--- config.mk ---
export PLATFORM = sky130hd
export DESIGN_NAME = avgp_top
export DESIGN_NICKNAME = d
export VERILOG_FILES = /design/src/avgp_pkg.sv /design/src/avgp_ctrl.sv /design/src/scan_counter.sv /design/src/window_buffer.sv /design/src/avgp_core.sv /design/src/avgp_top.sv
export VERILOG_INCLUDE_DIRS = /design/src /design/src/include
export SDC_FILE = /design/constraint.sdc
export NUM_CORES = 1
export LEC_CHECK = 0
export BUFFER_PORTS_ARGS = -buffer_cell sky130_fd_sc_hd__buf_2
export CORE_MARGIN = 2
export CORE_UTILIZATION = 39
export DETAILED_ROUTE_END_ITERATION = 6
export SETUP_SLACK_MARGIN = 0.3
export SKIP_LAST_GASP = 1
export SYNTH_ARGS = -nofsm -noshare
export SYNTH_HDL_FRONTEND = slang
export SYNTH_HIERARCHICAL = 1
export SYNTH_SLANG_ARGS = --single-unit
export TNS_END_PERCENT = 50
--- constraint.sdc ---
create_clock -name clk -period 8.5 [get_ports clk]
set_input_delay 1.275 -clock clk [delete_from_list [all_inputs] [get_ports clk]]
set_output_delay 1.275 -clock clk [all_outputs]
set_load 0.05 [all_outputs]
--- src/include/avgp_params.svh ---
`ifndef AVGP_PARAMS_SVH
`define AVGP_PARAMS_SVH

// Bits per pixel sample
`define AVGP_DATA_WIDTH 8

// Real image size in pixel positions
`define AVGP_IMG_W 8
`define AVGP_IMG_H 6

// Channels interleaved inside one pixel position
`define AVGP_CHANNELS 2

// Counter widths over the padded scan grid
`define AVGP_CH_BITS  $clog2(`AVGP_CHANNELS)
`define AVGP_COL_BITS $clog2(`AVGP_IMG_W + 1)
`define AVGP_ROW_BITS $clog2(`AVGP_IMG_H + 1)

// One padded row of all channels
`define AVGP_LB_DEPTH ((`AVGP_IMG_W + 1) * `AVGP_CHANNELS)

`endif

--- src/avgp_pkg.sv ---
`include "avgp_params.svh"

package avgp_pkg;

	//////////////////////////////////////////////////////////////////////
	// Data types

	// One unsigned pixel sample
	typedef logic [`AVGP_DATA_WIDTH-1:0] pxl_t;

	// Window sum with four guard bits for nine terms
	typedef logic [`AVGP_DATA_WIDTH+3:0] sum_t;

	//////////////////////////////////////////////////////////////////////
	// Control FSM

	// Scan phases of one frame
	typedef enum logic [2:0] {
		IDLE    = 3'd0,
		RUN     = 3'd1,
		PAD_COL = 3'd2,
		PAD_ROW = 3'd3,
		FLUSH   = 3'd4
	} ctrl_state_t;

endpackage

--- src/avgp_ctrl.sv ---
`timescale 1ns/1ps
`include "avgp_params.svh"

module avgp_ctrl import avgp_pkg::*; (
	input  logic clk,
	input  logic reset,
	input  logic valid_in,
	input  pxl_t pxl_in,
	input  logic last_in_row,
	input  logic last_in_frame,
	input  logic col_is_last_real,
	input  logic core_valid_out,
	output logic scan_step,
	output pxl_t scan_pxl,
	output logic busy,
	output logic frame_done
);

	localparam int ROW_BITS = `AVGP_ROW_BITS;
	localparam logic [ROW_BITS-1:0] LAST_ROW = ROW_BITS'(`AVGP_IMG_H - 1);

	ctrl_state_t state;
	ctrl_state_t state_nxt;

	// Real rows completed in this frame
	logic [ROW_BITS-1:0] rows_done;
	// Cycles spent draining
	logic [1:0] flush_cnt;

	logic accept;
	logic last_real_row;
	logic flush_end;

	// Source pixels only taken outside padding
	assign accept        = valid_in && ((state == IDLE) || (state == RUN));
	assign last_real_row = (rows_done == LAST_ROW);
	// Third drain cycle, last result on the core output
	assign flush_end     = (state == FLUSH) && (flush_cnt == 2'd2);

	//////////////////////////////////////////////////////////////////////
	// Next state
	always_comb begin
		state_nxt = state;
		case (state)
			IDLE, RUN: begin
				if (accept) begin
					state_nxt = col_is_last_real ? PAD_COL : RUN;
				end
			end
			PAD_COL: begin
				// Bottom pad row follows the last real row
				if (last_in_row) begin
					state_nxt = last_real_row ? PAD_ROW : RUN;
				end
			end
			PAD_ROW: begin
				if (last_in_frame) begin
					state_nxt = FLUSH;
				end
			end
			FLUSH: begin
				if (flush_end) begin
					state_nxt = IDLE;
				end
			end
			default: state_nxt = IDLE;
		endcase
	end

	always_ff @(posedge clk) begin
		if (reset) begin
			state      <= IDLE;
			rows_done  <= '0;
			flush_cnt  <= '0;
			frame_done <= 1'b0;
		end else begin
			state      <= state_nxt;
			frame_done <= flush_end && core_valid_out;
			if ((state == PAD_COL) && last_in_row) begin
				rows_done <= rows_done + 1'b1;
			end else if (state == FLUSH) begin
				rows_done <= '0;
			end
			// Drain timer
			if (state == FLUSH) begin
				flush_cnt <= flush_cnt + 1'b1;
			end else begin
				flush_cnt <= '0;
			end
		end
	end

	// Padding steps run every cycle with a zero pixel
	assign busy      = (state == PAD_COL) || (state == PAD_ROW) || (state == FLUSH);
	assign scan_step = accept || (state == PAD_COL) || (state == PAD_ROW);
	assign scan_pxl  = accept ? pxl_in : '0;

	// Source holds off through padding and drain
	assert property (@(posedge clk) disable iff (reset) busy |-> !valid_in)
		else $error("valid_in asserted while busy");

	assert property (@(posedge clk) disable iff (reset)
		state inside {IDLE, RUN, PAD_COL, PAD_ROW, FLUSH})
		else $error("illegal control state %0d", state);

endmodule

--- src/scan_counter.sv ---
`timescale 1ns/1ps
`include "avgp_params.svh"

module scan_counter import avgp_pkg::*; (
	input  logic                      clk,
	input  logic                      reset,
	input  logic                      scan_step,
	output logic [`AVGP_CH_BITS-1:0]  ch,
	output logic [`AVGP_COL_BITS-1:0] col,
	output logic [`AVGP_ROW_BITS-1:0] row,
	output logic                      col_is_last_real,
	output logic                      last_in_row,
	output logic                      last_in_frame
);

	localparam int CH_BITS  = `AVGP_CH_BITS;
	localparam int COL_BITS = `AVGP_COL_BITS;
	localparam int ROW_BITS = `AVGP_ROW_BITS;

	localparam logic [CH_BITS-1:0]  CH_LAST  = CH_BITS'(`AVGP_CHANNELS - 1);
	localparam logic [COL_BITS-1:0] COL_REAL = COL_BITS'(`AVGP_IMG_W - 1);
	localparam logic [COL_BITS-1:0] COL_PAD  = COL_BITS'(`AVGP_IMG_W);
	localparam logic [ROW_BITS-1:0] ROW_PAD  = ROW_BITS'(`AVGP_IMG_H);

	logic ch_last;

	// Final channel of a position
	assign ch_last = (ch == CH_LAST);

	// Last real column done, padding column next
	assign col_is_last_real = ch_last && (col == COL_REAL);
	assign last_in_row      = ch_last && (col == COL_PAD);
	assign last_in_frame    = last_in_row && (row == ROW_PAD);

	// Channel inner, then column, then row
	always_ff @(posedge clk) begin
		if (reset) begin
			ch  <= '0;
			col <= '0;
			row <= '0;
		end else if (scan_step) begin
			if (last_in_frame) begin
				ch  <= '0;
				col <= '0;
				row <= '0;
			end else if (ch_last) begin
				ch <= '0;
				if (col == COL_PAD) begin
					col <= '0;
					row <= row + 1'b1;
				end else begin
					col <= col + 1'b1;
				end
			end else begin
				ch <= ch + 1'b1;
			end
		end
	end

	// Padded grid bound
	assert property (@(posedge clk) disable iff (reset) col <= COL_PAD)
		else $error("col %0d past padded width", col);

endmodule

--- src/window_buffer.sv ---
`timescale 1ns/1ps
`include "avgp_params.svh"

module window_buffer import avgp_pkg::*; (
	input  logic                      clk,
	input  logic                      reset,
	input  logic                      scan_step,
	input  pxl_t                      scan_pxl,
	input  logic [`AVGP_CH_BITS-1:0]  ch,
	input  logic [`AVGP_COL_BITS-1:0] col,
	input  logic [`AVGP_ROW_BITS-1:0] row,
	output pxl_t                      tap_00,
	output pxl_t                      tap_01,
	output pxl_t                      tap_02,
	output pxl_t                      tap_10,
	output pxl_t                      tap_11,
	output pxl_t                      tap_12,
	output pxl_t                      tap_20,
	output pxl_t                      tap_21,
	output pxl_t                      tap_22,
	output logic                      win_valid
);

	localparam int CH_BITS  = `AVGP_CH_BITS;
	localparam int COL_BITS = `AVGP_COL_BITS;
	localparam int ROW_BITS = `AVGP_ROW_BITS;
	localparam int LB_AW    = $clog2(`AVGP_LB_DEPTH);

	localparam logic [COL_BITS-1:0] COL_ONE = COL_BITS'(1);
	localparam logic [ROW_BITS-1:0] ROW_ONE = ROW_BITS'(1);

	// Line buffers, one row and two rows above
	pxl_t line_a [`AVGP_LB_DEPTH];
	pxl_t line_b [`AVGP_LB_DEPTH];

	// Window per channel, [row][column], column 2 newest
	pxl_t win [`AVGP_CHANNELS][3][3];

	logic [LB_AW-1:0] lb_addr;
	pxl_t             up_1;
	pxl_t             up_2;

	logic [CH_BITS-1:0] ch_q;
	logic               mask_top;
	logic               mask_left;

	//////////////////////////////////////////////////////////////////////
	// Line buffers

	// Slot of this column and channel
	assign lb_addr = LB_AW'(col) * LB_AW'(`AVGP_CHANNELS) + LB_AW'(ch);

	assign up_1 = line_a[lb_addr];
	assign up_2 = line_b[lb_addr];

	// Older row moves down a buffer
	always_ff @(posedge clk) begin
		if (scan_step) begin
			line_a[lb_addr] <= scan_pxl;
			line_b[lb_addr] <= up_1;
		end
	end

	//////////////////////////////////////////////////////////////////////
	// 3x3 window

	// Only the current channel shifts
	always_ff @(posedge clk) begin
		if (scan_step) begin
			for (int r = 0; r < 3; r++) begin
				win[ch][r][0] <= win[ch][r][1];
				win[ch][r][1] <= win[ch][r][2];
			end
			// New column, top to bottom
			win[ch][0][2] <= up_2;
			win[ch][1][2] <= up_1;
			win[ch][2][2] <= scan_pxl;
		end
	end

	// Centre sits one row and one column back
	always_ff @(posedge clk) begin
		if (reset) begin
			win_valid <= 1'b0;
		end else begin
			win_valid <= scan_step && (row != '0) && (col != '0);
		end
	end

	// Window edge flags for zero padding
	always_ff @(posedge clk) begin
		if (scan_step) begin
			ch_q      <= ch;
			mask_top  <= (row == ROW_ONE);
			mask_left <= (col == COL_ONE);
		end
	end

	// Top row and left column fall outside the image at the edges
	assign tap_00 = (mask_top || mask_left) ? '0 : win[ch_q][0][0];
	assign tap_01 = mask_top ? '0 : win[ch_q][0][1];
	assign tap_02 = mask_top ? '0 : win[ch_q][0][2];
	assign tap_10 = mask_left ? '0 : win[ch_q][1][0];
	assign tap_11 = win[ch_q][1][1];
	assign tap_12 = win[ch_q][1][2];
	assign tap_20 = mask_left ? '0 : win[ch_q][2][0];
	assign tap_21 = win[ch_q][2][1];
	assign tap_22 = win[ch_q][2][2];

endmodule

--- src/avgp_core.sv ---
`timescale 1ns/1ps
`include "avgp_params.svh"

module avgp_core import avgp_pkg::*; (
	input  logic clk,
	input  logic reset,
	input  logic win_valid,
	input  pxl_t tap_00,
	input  pxl_t tap_01,
	input  pxl_t tap_02,
	input  pxl_t tap_10,
	input  pxl_t tap_11,
	input  pxl_t tap_12,
	input  pxl_t tap_20,
	input  pxl_t tap_21,
	input  pxl_t tap_22,
	output pxl_t pxl_out,
	output logic valid_out
);

	// Half of nine, rounds up
	localparam sum_t ROUND   = sum_t'(4);
	localparam sum_t DIVISOR = sum_t'(9);
	localparam sum_t PXL_MAX = sum_t'({`AVGP_DATA_WIDTH{1'b1}});

	sum_t row_sum_0;
	sum_t row_sum_1;
	sum_t row_sum_2;
	logic stage1_valid;
	sum_t total;
	sum_t quot;

	// Stage one, row sums
	always_ff @(posedge clk) begin
		if (win_valid) begin
			row_sum_0 <= sum_t'(tap_00) + sum_t'(tap_01) + sum_t'(tap_02);
			row_sum_1 <= sum_t'(tap_10) + sum_t'(tap_11) + sum_t'(tap_12);
			row_sum_2 <= sum_t'(tap_20) + sum_t'(tap_21) + sum_t'(tap_22);
		end
	end

	// Stage two, total and rounded divide
	assign total = row_sum_0 + row_sum_1 + row_sum_2 + ROUND;
	assign quot  = total / DIVISOR;

	always_ff @(posedge clk) begin
		if (stage1_valid) begin
			pxl_out <= pxl_t'(quot);
		end
	end

	always_ff @(posedge clk) begin
		if (reset) begin
			stage1_valid <= 1'b0;
			valid_out    <= 1'b0;
		end else begin
			stage1_valid <= win_valid;
			valid_out    <= stage1_valid;
		end
	end

	// Average of pixels fits a pixel
	assert property (@(posedge clk) disable iff (reset) stage1_valid |-> quot <= PXL_MAX)
		else $error("quotient %0d exceeds pixel range", quot);

endmodule

--- src/avgp_top.sv ---
`timescale 1ns/1ps
`include "avgp_params.svh"

module avgp_top import avgp_pkg::*; (
	input  logic clk,
	input  logic reset,
	input  logic valid_in,
	input  pxl_t pxl_in,
	output pxl_t pxl_out,
	output logic valid_out,
	output logic busy,
	output logic frame_done
);

	// Scan stream
	logic scan_step;
	pxl_t scan_pxl;

	// Grid position
	logic [`AVGP_CH_BITS-1:0]  ch;
	logic [`AVGP_COL_BITS-1:0] col;
	logic [`AVGP_ROW_BITS-1:0] row;
	logic                      col_is_last_real;
	logic                      last_in_row;
	logic                      last_in_frame;

	// Window taps
	logic win_valid;
	pxl_t tap_00;
	pxl_t tap_01;
	pxl_t tap_02;
	pxl_t tap_10;
	pxl_t tap_11;
	pxl_t tap_12;
	pxl_t tap_20;
	pxl_t tap_21;
	pxl_t tap_22;

	logic core_valid;

	assign valid_out = core_valid;

	//////////////////////////////////////////////////////////////////////
	// Control and position
	avgp_ctrl u_ctrl (
		.clk              (clk),
		.reset            (reset),
		.valid_in         (valid_in),
		.pxl_in           (pxl_in),
		.last_in_row      (last_in_row),
		.last_in_frame    (last_in_frame),
		.col_is_last_real (col_is_last_real),
		.core_valid_out   (core_valid),
		.scan_step        (scan_step),
		.scan_pxl         (scan_pxl),
		.busy             (busy),
		.frame_done       (frame_done)
	);

	scan_counter u_scan_counter (
		.clk              (clk),
		.reset            (reset),
		.scan_step        (scan_step),
		.ch               (ch),
		.col              (col),
		.row              (row),
		.col_is_last_real (col_is_last_real),
		.last_in_row      (last_in_row),
		.last_in_frame    (last_in_frame)
	);

	//////////////////////////////////////////////////////////////////////
	// Datapath
	window_buffer u_window_buffer (
		.clk       (clk),
		.reset     (reset),
		.scan_step (scan_step),
		.scan_pxl  (scan_pxl),
		.ch        (ch),
		.col       (col),
		.row       (row),
		.tap_00    (tap_00),
		.tap_01    (tap_01),
		.tap_02    (tap_02),
		.tap_10    (tap_10),
		.tap_11    (tap_11),
		.tap_12    (tap_12),
		.tap_20    (tap_20),
		.tap_21    (tap_21),
		.tap_22    (tap_22),
		.win_valid (win_valid)
	);

	avgp_core u_core (
		.clk       (clk),
		.reset     (reset),
		.win_valid (win_valid),
		.tap_00    (tap_00),
		.tap_01    (tap_01),
		.tap_02    (tap_02),
		.tap_10    (tap_10),
		.tap_11    (tap_11),
		.tap_12    (tap_12),
		.tap_20    (tap_20),
		.tap_21    (tap_21),
		.tap_22    (tap_22),
		.pxl_out   (pxl_out),
		.valid_out (core_valid)
	);

endmodule

==> impl.org, run 1 <==
** Floorplanning
- The core region is around 59000 sq um.
- The die covers ~61000 sq um.
- The initial utilization of the core area, before any placement, comes to about two fifths.
- Measured along the x axis, the die boundary spans about 250 microns.
- Overall die height :: around 250 microns
- Row generation in the floorplan step produced 89 rows.
- Boundary Pins :: 22

** Finish
- Fraction of final layout cells with drive strength greater than 1 :: 18.28%
- For this run, the post-layout net count is 1679.
- The repair_antennas step left the layout with diodes totalling 0.
- Final-layout fill cell count :: around 5200
- The multi-input combinational cells in the finished layout cover a total of 7816 sq um.
- Summing all flip-flop and latch instances after layout gives 14640 sq um.
- Relative to the synthesized area, the layout overhead comes to 10.79%.
- Area of all placed cells without fillers :: approximately 26000 sq um
- Finished Core Util :: 43.58%

** Placement
- Post-detailed-placement half-perimeter wirelength :: between 20000 and 30000 microns
- At the end of routability-driven placement, the weighted congestion stood at 0.8383.
- Post-Place Cell Area :: 24090 sq um
- Port bufs :: 21

** Yosys
- Summed over all instances, the cell type with the most area after synthesis is sky130_fd_sc_hd__edfxtp_1.
- Sequential elements use 63.10% of the synthesized area.
- Synth Area per Inst :: ~15 sq um
- Async set-reset flop share out of synthesis :: 0%
- The mapped netlist covers roughly 23000 sq um.
- Synthesized netlist cell count :: 1541
- Main area contributors after synthesis :: sky130_fd_sc_hd__edfxtp_1 (61%), sky130_fd_sc_hd__mux2i_1 (6.2%), sky130_fd_sc_hd__mux2_2 (3.7%), sky130_fd_sc_hd__fa_1 (3.3%), sky130_fd_sc_hd__ha_1 (2.6%)
- Number of enable-type register cells in the synthesized netlist :: 473
- Counting instances in the post-synthesis netlist gives the leading cell types as sky130_fd_sc_hd__edfxtp_1 (473), sky130_fd_sc_hd__mux2i_1 (144), sky130_fd_sc_hd__inv_1 (87).
- Synthesis produced a netlist with a net count of between 1500 and 2000.
- Yosys printed 6 warnings.
- Counting flops and latches in the post-synthesis netlist gives roughly 490.
- Summed over its instances, the top area cell type makes up slightly above 60% of the synthesized netlist area.
- Prevailing post-synth register cell :: sky130_fd_sc_hd__edfxtp_1
- Most repeated cell in the gate-level netlist after synthesis :: sky130_fd_sc_hd__edfxtp_1
- The synthesized netlist contains between 100 and 150 unique library cells.

** STA
- At the pin with the least slew margin, the transition time is 1111 ps.
- The number of endpoints with negative hold slack in the final report came to 0.
- Setup repair after global routing left no endpoint under its margin.
- The worst pin sits at a relative slew slack of 25.77%.
- Final setup TNS :: 0 ps
- Timing would allow up to 138.9 MHz.
- Dividing the final minimum period by the clock period gives a little over four fifths.
- Across all hold checks on the routed design, the worst slack comes to around 450 ps.
- Setup violations, final :: 0
- Post-layout min period :: 7198 ps
- Slew Viols, Final :: 0
- Clk_skew :: around 37 ps

** Critical path
- In this run the worst path has a maximum fanout of 6.
- Cell count of the worst reg-to-reg path :: 23
- The largest single stage delay on the critical path is 740 ps.
- STA classifies the critical path startpoint as a flop.
- Most repeated library cell on the critical path :: sky130_fd_sc_hd__fa_1
- Worst EP arrival :: approximately 7500 ps
- The worst setup path is captured at a flop.
- Required time at the endpoint of the critical path :: 8820 ps
- Traced cell by cell, the critical path runs through fa_1, fa_1, ha_1, fa_1, a211oi_1, nor4_2, a311oi_4, nand3_2, o21a_1, o32ai_4, or2_1, o22ai_1, a222oi_1, nor3_1, nor4_4, a211oi_4, xnor2_1, ha_1, xnor2_1, a21boi_1, o21ai_0, a211oi_1, o32ai_1.
- Worst setup path category :: flop to flop
- The slowest stage of the critical path belongs to the cell sky130_fd_sc_hd__a222oi_1.

** GRT
- Vias in the first global route :: 12730
- For this run, the total global-route usage over all layers was measured as 15.34%.
- Maximum number of pins on one net before global-route repair :: 65
- The number of antenna violations at the first check in global routing is 0.
- First-pass GRT wire length :: 73140 microns
- Summed over all layers, the global routing overflow is 0.

** Routing
- Met2 routed wirelength :: 21870 microns
- The detailed router finished its first iteration with 814 violations.
- Drt total wl :: 45980 microns
- In this run the top signal layer used is met4.
- Summing over every cut layer, the via total after detailed routing is about 13000.
- Routed wirelength normalized by instance count :: 19.17 microns
- The routed design uses around 1800 microns of met3 wire.
- After detailed routing, the wire length on met1 is 21260 microns.
- In the routed layout, each cell is associated on average with a via count of between 5 and 6.
- Residual antenna-violating net count after detailed routing :: 0
- Router iterations before antenna repair :: 5
- For this run, design rule violations remaining after detail routing come to 0.

** Pwr
- Per report_power, the clock group accounts for between 30% and 40% of the total.
- Summed over all cells, the static leakage comes to 8.764 nW.
- Power density of the placed cells :: 223.8 nW/um^2
- Switching power summed over all nets :: between 1 and 1.5 mW
- Peak ir drop on the vdd network :: 0.0001524 V
- The design draws 5.746 mW.
- Sequential cells burn 50.4% of the power.
- Switching Share :: between 20% and 30%
- Internal power :: 4.320 mW
- Combinational logic burns between 10% and 20% of the power.

** Clocking
- After clock tree synthesis, the clock-pin slew on the worst setup and hold paths is 60 ps.
- The number of setup buffers added after CTS is 0.
- Clock tree from TritonCTS :: yes
- Clock tree synthesis found a total of just under 500 sinks.
- Clock Path Buffers :: 3
- For this design, the CTS-stage hold fixing added 0 buffers.
- Number of levels in the clock H-tree :: 2
- Post-cts sizing count :: 0
- At the later pin of the worst-skew pair, clock insertion delay measures ~620 ps.
- The root buffer cell chosen for the clock tree is sky130_fd_sc_hd__clkbuf_16.
- Cts bufs inserted :: 51

** Outcome
- Result of the run :: finished, final reports clean

** Job
- Across the run, the number of max-cap violations was 0.

** Hold path
- In this run the worst hold path is classified as flop to flop.
- Worst hold path stage count :: 1
-- critical path, delay by kind of cell (launching register included) --
family,cells,cell delay [ps]
compound gates,11,3090
xor+xnor,2,410
fa+ha+maj,5,1860
flops,1,410
simple gates,5,1140
-- cell usage in the layout, fill, tap and decap left out, types with 20 or more instances in the layout --
cell type,Yosys,layout
sky130_fd_sc_hd__fa_1,38,38
sky130_fd_sc_hd__nand3_1,23,23
sky130_fd_sc_hd__buf_2,27,21
sky130_fd_sc_hd__nor2_1,84,84
sky130_fd_sc_hd__o21ai_0,24,24
sky130_fd_sc_hd__a21oi_1,40,40
sky130_fd_sc_hd__clkbuf_16,0,51
sky130_fd_sc_hd__o22ai_1,20,20
sky130_fd_sc_hd__buf_4,8,31
sky130_fd_sc_hd__inv_1,87,86
sky130_fd_sc_hd__mux2_2,77,77
sky130_fd_sc_hd__nand2_1,76,76
sky130_fd_sc_hd__edfxtp_1,473,473
sky130_fd_sc_hd__mux2i_1,144,144
sky130_fd_sc_hd__ha_1,48,48
-- power by group through the flow --
| stage | registers (mW) | clock network (mW) | logic (mW) |
|---|---|---|---|
| after floorplan | 2.91 | 0 | 0.552 |
| after global placement | 2.94 | 0 | 0.727 |
| after detailed placement | 2.95 | 0 | 0.738 |
| after CTS | 2.90 | 2.17 | 0.747 |
| after global routing | 2.91 | 2.27 | 0.825 |
| final | 2.90 | 2.12 | 0.732 |
-- final timing paths --
path              slack (ps)                   to                start
setup reg to reg        1300    u_core/pxl_out[0]  u_core/row_sum_0[1]
hold / removal           450  u_ctrl/flush_cnt[0]  u_ctrl/flush_cnt[0]
hold reg to reg          450  u_ctrl/flush_cnt[0]  u_ctrl/flush_cnt[0]
setup / recovery        1300    u_core/pxl_out[0]  u_core/row_sum_0[1]
-- cells by family after synthesis --
logic type | Yosys count | synth area share, %
flops | 494 | 63.10
simple gates | 305 | 6.738
mux | 259 | 12.84
compound gates | 211 | 6.787
buf+inv | 153 | 3.331
fa+ha+maj | 88 | 5.961
xor+xnor | 31 | 1.236
-- metrics by stage --
stage	worst slack (ps)	cells
after floorplan	2139	1541
after detailed placement	1430	2302
after global placement	1665	2302
after CTS	1394	2398
final	1302	2398
after global routing	848.1	2398
-- layer usage --
metal	up-vias	global-route usage, %
li1	5936	-
met1	6413	21.29
met4	0	4.914
met2	269	24.98
met5	-	0
met3	64	2.076
-- cell type report --
class	count	area share, %
Tap cell	773	3.767
Sequential cell	494	57.00
Inverter	89	1.311
Timing Repair Buffer	52	1.316
Clock inverter	29	0.9162
Clock buffer	67	5.244
Multi-Input combinational cell	894	30.44
-- registers in the layout, summed over array words and instances, names as in the netlist, 4 cells and up, named ones only --
name and flops:
u_core/row_sum_1 10, u_core/pxl_out 8, u_core/row_sum_2 10, u_window_buffer/line_a 144
u_scan_counter/col 4, u_core/row_sum_0 10, u_window_buffer/line_b 144, u_window_buffer/win 144
Note: power is estimated with default switching activity, not from simulation.
==> run 2: changes to the inputs <==
clock period = 5.79 ns   (was 8.5 ns; I/O delays follow)
==> run 2 against run 1 <==
Against the previous run: via count grew 1.6%; sequential power increased by 47%; critical path type unchanged; critical endpoint unchanged; largest power group unchanged; the flow now finishes with violations (setup timing); largest cell class unchanged; first-iteration DRC count rose by 9.1%.
==> impl.org, run 2 (synthesis gave the netlist of run 1 again) <==
** Placement
- The post-placement cell count is 2380 (+3.4%).
- The pre-CTS setup slack came to -500.0 ps (-1930 ps).
- The final weighted congestion of routability-driven global placement came to 0.8264 (-1.4%).
- The final HPWL from detailed placement came to 29540 microns (+3.1%).
- The number of I/O port buffers was 21 (unchanged).

** STA
- The final worst setup slack came to -430.9 ps (-1733 ps).
- Worst hold margin :: 428.2 ps (-21.73 ps)
- Final cycle utilization of the critical path :: 107.4% (+23 points)
- Clk_skew :: 46.29 ps (+8.933 ps)
- Max Clock Freq :: 160.8 MHz (+16%)
- The setup-violating endpoint count in the final report was 2 (+2).
- The worst-margin pin slew came to 1286 ps (+174.8 ps).
- Final number of hold-violating endpoints :: 0 (unchanged)
- The time the worst path needs with I/O delays and setup was 6221 ps (-977.3 ps).
- Setup repair after global routing could not meet its margin everywhere.
- Slew Viols, Final :: 0 (unchanged)
- Worst rel slew slack :: 14.09% (-12 points)

** Clocking
- TritonCTS built the clock tree.
- The clock-pin slew on the worst setup and hold paths came to 60 ps (about the same).
- The total number of H-tree levels came to 2 (unchanged).
- The maximum clock path buffer count came to 3 (unchanged).
- Number of sinks driven by the clock tree :: 494 (unchanged)
- The number of CTS-inserted buffers is 50 (-2.0%).
- The worst-skew pair later-pin latency came to 610 ps (about the same).
- Buffer type at the clock tree root :: sky130_fd_sc_hd__clkbuf_16
- Number of hold buffers added after CTS :: 0 (unchanged)

** Finish
- The area used by multi-input combinational logic was 7930 sq um (+1.5%).
- The number of non-filler instances in the completed layout came to 2475 (+3.2%).
- Fraction of final layout cells with drive strength greater than 1 :: 23.44% (+5.2 points)
- Leaving out fill and tap cells, the most frequent cell in the layout is sky130_fd_sc_hd__edfxtp_1.
- Final-layout fill cell count :: 5147 (-1.4%)
- Final net count :: 1758 (+4.7%)
- The count of antenna diodes in the layout came to 0 (unchanged).
- Largest regs :: u_window_buffer/line_a: 144 flops, u_window_buffer/line_b: 144 flops, u_window_buffer/win: 144 flops
- Leaving out fill and tap cells, the most frequent cells in the layout are sky130_fd_sc_hd__edfxtp_1 (473), sky130_fd_sc_hd__mux2i_1 (143), sky130_fd_sc_hd__buf_4 (111).
- Compared with the post-synthesis result, the final layout area differs by 14.16%.
- The sequential cell area was 14640 sq um (unchanged).

** Job
- The max capacitance violation total is 0 (unchanged).

** GRT
- Global Route Usage Sum :: 15.46% (+0.12 points)
- The met1 usage came to 21.46% (+0.18 points).
- In this run the most used layer during global routing was met2.
- The met2 global-route usage is 25.39% (+0.41 points).
- Met3 usage in global routing :: 2.044% (-0.032 points)
- First-pass GRT wire length :: 74380 microns (+1.7%)
- Vias in the first global route :: 13230 (+3.9%)
- Maximum number of pins on one net before global-route repair :: 73 (+12%)
- The total congestion overflow was 0 (unchanged).
- Number of antenna violations at the first check in global routing :: 0 (unchanged)

** Floorplanning
- Boundary Pins :: 22 (unchanged)
- The full die area was 61390 sq um (unchanged).
- Initial Utilization :: 39.34% (unchanged)
- The area of the core came to 58910 sq um (unchanged).
- The vertical extent of the die is 247.8 microns (unchanged).
- The die width was 247.8 microns (unchanged).
- Site row count :: 89 (unchanged)

** Outcome
- The final reports fail on setup timing.
- The flow ran to the end, but the final reports show violations.

** Pwr
- Peak ir drop on the vdd network :: 0.0002205 V (+45%)
- The standby leakage power was 9.208 nW (+5.1%).
- Power density of the placed cells :: 322.8 nW/um^2 (+44%)
- Total power :: 8.541 mW (+49%)

** Routing
- The via total after detailed routing was 12880 (+1.6%).
- The number of DRC violations after detailed-routing iteration 0 came to 888 (+9.1%).
- The detail-routed net length per standard cell is 18.73 microns (-2.3%).
- The total DRC errors in the routed layout is 0 (unchanged).
- Vias per cell :: 5.205 (-1.6%)
- Router iterations before antenna repair :: 5 (unchanged)
- The number of nets with antenna violations after detailed routing came to 0 (unchanged).
- The routed wire length was 46360 microns (+0.84%).

** Critical path
- Worst setup path category :: flop to flop
- Worst EP arrival :: 6530 ps (-990 ps)
- The data required time at the worst endpoint was 6100 ps (-2720 ps).
- The highest fanout seen on the critical path came to 6 (unchanged).
- Sort of element at the end of the critical path :: flop
- The number of cells on the worst reg-to-reg path is 23 (unchanged).
- The worst setup path is launched from a flop.

** Hold path
- The path class of the tightest hold or removal check is flop to flop.
- Worst hold path stage count :: 1 (unchanged)
==> run 2: what timing repair did <==
item / CTS / global route
setup buffers: 1 / 1
pin swaps: 5 / 7
gates resized for setup: 2 / 7
endpoints found under the setup margin: 3 / 3
==> run 2: worst max-delay path, stage by stage, from the launching register on <==
cell,delay (ps)
sky130_fd_sc_hd__edfxtp_1,420
sky130_fd_sc_hd__fa_2,400
sky130_fd_sc_hd__fa_1,440
sky130_fd_sc_hd__ha_2,210
sky130_fd_sc_hd__fa_2,390
sky130_fd_sc_hd__a211o_1,320
sky130_fd_sc_hd__and3_4,190
sky130_fd_sc_hd__mux2i_4,280
sky130_fd_sc_hd__o21ai_4,120
sky130_fd_sc_hd__o21a_1,240
sky130_fd_sc_hd__o32ai_4,300
sky130_fd_sc_hd__nor3_2,110
sky130_fd_sc_hd__a21o_1,200
sky130_fd_sc_hd__and3_4,190
sky130_fd_sc_hd__or4_4,510
sky130_fd_sc_hd__a22o_1,260
sky130_fd_sc_hd__a211oi_4,280
sky130_fd_sc_hd__xnor2_2,160
sky130_fd_sc_hd__ha_2,230
sky130_fd_sc_hd__xnor2_2,110
sky130_fd_sc_hd__a21boi_2,200
sky130_fd_sc_hd__o21ai_1,80
sky130_fd_sc_hd__a211oi_1,230
sky130_fd_sc_hd__o32ai_1,100
==> run 2: path summary, 6_finish.rpt <==
check                                    startpoint                   to  slack [ps]
worst max-delay path            u_core/row_sum_2[1]    u_core/pxl_out[0]        -430
worst min-delay path            u_ctrl/flush_cnt[0]  u_ctrl/flush_cnt[0]         430
worst max register to register  u_core/row_sum_2[1]    u_core/pxl_out[0]        -430
worst min register to register  u_ctrl/flush_cnt[0]  u_ctrl/flush_cnt[0]         430
==> run 2: routing by layer <==
| metal | part of all wire, % | up-vias |
|---|---|---|
| met2 | 47 | 223 |
| met1 | 47 | 6491 |
| met5 | 0 | - |
| met3 | 3.6 | 69 |
| met4 | 2.2 | 0 |
| li1 | - | 6099 |
==> run 2: metrics by stage <==
| step | utilization (%) | instance area, sq um | TNS, ps |
|---|---|---|---|
| 3_5_place_dp | 41.99 | 24740 | -703.1 |
| 5_1_grt | 44.91 | 26460 | -1148 |
| 3_3_place_gp | 41.99 | 24740 | -462.8 |
| 4_1_cts | 44.83 | 26410 | -656.1 |
| 6_report | 44.91 | 26460 | -568.6 |
| 2_1_floorplan | - | 23240 | -299.5 |
==> run 2: layout make-up <==
type	instances	share of cell area, %
Timing Repair Buffer	132	3.547
Sequential cell	494	55.32
Multi-Input combinational cell	894	29.97
Clock inverter	38	1.433
Inverter	89	1.272
Tap cell	773	3.656
Clock buffer	55	4.800
==> run 2: power by group <==
group	internal [mW]	leakage (nW)	switching, mW
Combinational	0.423	3.88	0.624
Clock	1.86	0.805	1.38
Sequential	4.18	4.52	0.0839
==> run 3: changes to the inputs <==
CELL_PAD_IN_SITES_DETAIL_PLACEMENT = 0   (was not set)
CELL_PAD_IN_SITES_GLOBAL_PLACEMENT = 1   (was not set)
PLACE_DENSITY_LB_ADDON = 0.1   (was not set)
==> run 3 against run 2 <==
Against the previous run: register-to-register slack got worse by 20 ps; critical path type unchanged; sequential share of layout area decreased by 0.37 points; combinational power increased by 4%; final cell count increased by 0.65%; routed wire length increased by 9.1%; utilization increased by 0.30 points; sequential power about the same; the run still ends with setup timing left; maximum frequency decreased by 0.28%; critical path depth increased by 2; worst setup slack got worse by 17 ps.
==> impl.org, run 3 (synthesis gave the netlist of run 1 again) <==
** STA
- Max Clock Freq :: 160.3 MHz (-0.28%)
- The final worst setup slack was -448.1 ps (-17.27 ps).
- Setup repair after global routing could not meet its margin everywhere.
- The time the worst path needs with I/O delays and setup is 6238 ps (+17.27 ps).
- Worst slew pin tran :: 1049 ps (-236.8 ps)
- Slew Viols, Final :: 0 (unchanged)
- The setup-violating endpoint count in the final report came to 2 (unchanged).
- Final number of hold-violating endpoints :: 0 (unchanged)
- The share of the clock period used by the worst path after layout is 107.7% (+0.30 points).
- Clk_skew :: 39.13 ps (-7.162 ps)
- The relative slew slack is 29.87% (+16 points).

** Placement
- Routability cong. :: 0.7854 (-5.0%)
- Port bufs :: 21 (unchanged)
- The final HPWL from detailed placement is 32550 microns (+10%).

** Finish
- The fraction of the core area covered by cells at the end of the flow came to 45.21% (+0.30 points).
- Largest regs :: u_window_buffer/line_a: 144 flops, u_window_buffer/line_b: 144 flops, u_window_buffer/win: 144 flops
- The library cell used most frequently in the layout, excluding fill and tap cells, is sky130_fd_sc_hd__edfxtp_1.
- Layout area overhead :: 14.93%
- Final net count :: 1772 (+0.80%)
- The fraction of final layout cells sized beyond drive strength 1 came to 24.23% (+0.79 points).
- The top cell types in the final layout, fill and taps aside, are sky130_fd_sc_hd__edfxtp_1 (473), sky130_fd_sc_hd__mux2i_1 (143), sky130_fd_sc_hd__buf_4 (121).

** Pwr
- The net switching share of the total power was 25.10% (+0.70 points).
- The net switching component of the power is 2.167 mW (+4.0%).
- The sequential fraction of design power is 49.4% (-0.5 points).
- The largest voltage drop on the vdd net is 0.0003238 V (+47%).
- Power density of the placed cells :: 324.1 nW/um^2 (+0.40%)
- Part of the total power dissipated in combinational logic :: 12.7% (+0.4 points)
- Lkg Pwr :: 9.290 nW (+0.90%)
- The share of power burned in the clock network is 38.0% (about the same).
- Internal power :: 6.466 mW (+0.14%)
- The overall power of the completed layout was 8.633 mW (+1.1%).

** Clocking
- Number of hold buffers added after CTS :: 0 (unchanged)
- Number of sinks driven by the clock tree :: 494 (unchanged)
- Clock Path Buffers :: 3 (unchanged)
- Later-pin clock latency in the skew report :: 630 ps (+20 ps)
- The number of CTS-inserted buffers is 54 (+8.0%).
- Buffer type at the clock tree root :: sky130_fd_sc_hd__clkbuf_16
- Clock tree from TritonCTS :: yes
- The total number of H-tree levels is 2 (unchanged).
- Clk slew on worst S/H paths :: 60 ps (about the same)

** Floorplanning
- The starting density of the core is 39.34% (unchanged).
- Boundary Pins :: 22 (unchanged)
- Width of the chip :: 247.8 microns (unchanged)
- Die area :: 61390 sq um (unchanged)
- The vertical extent of the die is 247.8 microns (unchanged).
- Site row count :: 89 (unchanged)
- The area of the core is 58910 sq um (unchanged).

** GRT
- The largest net degree at the start of global routing is 58 (-21%).
- The total congestion overflow came to 0 (unchanged).
- The wire length of the first global-routing pass is 78460 microns (+5.5%).
- The number of antenna violations at the first check in global routing was 0 (unchanged).
- The combined global-route utilization of all metal layers came to 16.86% (+1.4 points).
- Vias in the first global route :: 13240 (+0.091%)

** Critical path
- The setup path with the least slack is of type flop to flop.
- The critical path's largest stage delay came to 440 ps (-70 ps).
- Peak fanout along the critical path :: 6 (unchanged)
- STA classifies the critical path startpoint as a flop.
- Required time at the endpoint of the critical path :: 6140 ps (+40 ps)
- The flop-to-flop setup slack came to -450 ps (-20 ps).
- STA classifies the critical path endpoint as a flop.
- The worst endpoint data arrival time came to 6580 ps (+50 ps).
- The slowest stage of the critical path belongs to the cell sky130_fd_sc_hd__fa_1.

** Routing
- The routed wire length is 50590 microns (+9.1%).
- Vias per cell :: 5.154 (-0.98%)
- Routed wirelength normalized by instance count :: 20.31 microns (+8.4%)
- Number of design rule violations left after detail routing :: 0 (unchanged)
- The number of optimization iterations in the first detailed-route pass is 5 (unchanged).
- Residual antenna-violating net count after detailed routing :: 0 (unchanged)
- Initial DRC Count :: 730 (-18%)
- The via total after detailed routing is 12840 (-0.34%).

** Job
- The max capacitance violation total was 0 (unchanged).

** Hold path
- The worst hold path belongs to the class flop to flop.

** Outcome
- The run finished, with violations left.
- Failing checks :: setup timing
-- run 3: worst max-delay path, delay by kind of cell, from the launching register on --
kind                       cells  cell delay, ps
AOI/OAI and AO/OA             11            2010
adders and majority gates      5            1650
and+or+nand+nor                4            1010
DFF                            1             400
buffers and inverters          2             340
muxes                          1             300
xor gates and xnor gates       2             270
-- run 3: per-stage QoR --
step	hold slack, ps	setup slack, ps	setup TNS [ps]	cell area (sq um)	instances
after floorplan	401.2	-299.5	-299.5	23240	1541
after global placement	410.2	-474.0	-647.4	24820	2391
after detailed placement	412.1	-503.0	-689.9	24820	2391
after CTS	420.1	-468.1	-649.0	26570	2490
after global routing	461.6	-771.3	-1272	26630	2490
final	418.8	-448.1	-650.0	26630	2491
-- run 3: area by class of cell --
cell class | count | area [sq um]
sequential | 494 | 14640
multi-input combinational | 894 | 7986
fill | 5258 | 32270
antenna | 1 | 2.502
inverter | 89 | 336.6
timing repair buffer | 142 | 1013
clock buffer | 66 | 1396
tap | 773 | 967.2
clock inverter | 32 | 296.5
-- run 3: what timing repair did --
action / 4_1_cts / 5_1_grt
hold endpoints to repair: 0 / 0
cloned: 0 / 0
setup buffers: 1 / 0
resized for setup: 7 / 8
endpoints found under the setup margin: 3 / 3
pin swaps: 4 / 8
-- run 3: power by group through the flow --
stage | clock [mW] | combinational (mW) | sequential, mW
2_1_floorplan | 0 | 0.810 | 4.28
3_3_place_gp | 0 | 1.13 | 4.33
4_1_cts | 3.39 | 1.14 | 4.26
6_report | 3.28 | 1.09 | 4.26
3_5_place_dp | 0 | 1.13 | 4.34
5_1_grt | 3.53 | 1.24 | 4.28
-- run 3: final timing paths --
path | from | to | cells after the start
setup / recovery | u_core/row_sum_2[1] | u_core/pxl_out[0] | 25
hold / removal | u_ctrl/flush_cnt[0] | u_ctrl/flush_cnt[0] | 1
setup reg to reg | u_core/row_sum_2[1] | u_core/pxl_out[0] | 25
hold reg to reg | u_ctrl/flush_cnt[0] | u_ctrl/flush_cnt[0] | 1
-- run 3: routing by layer --
metal  wire, microns  global-route usage, %
met5               0                      0
met3            1438                  2.228
met1           22750                  22.19
met2           25360                  29.17
met4            1046                  4.808
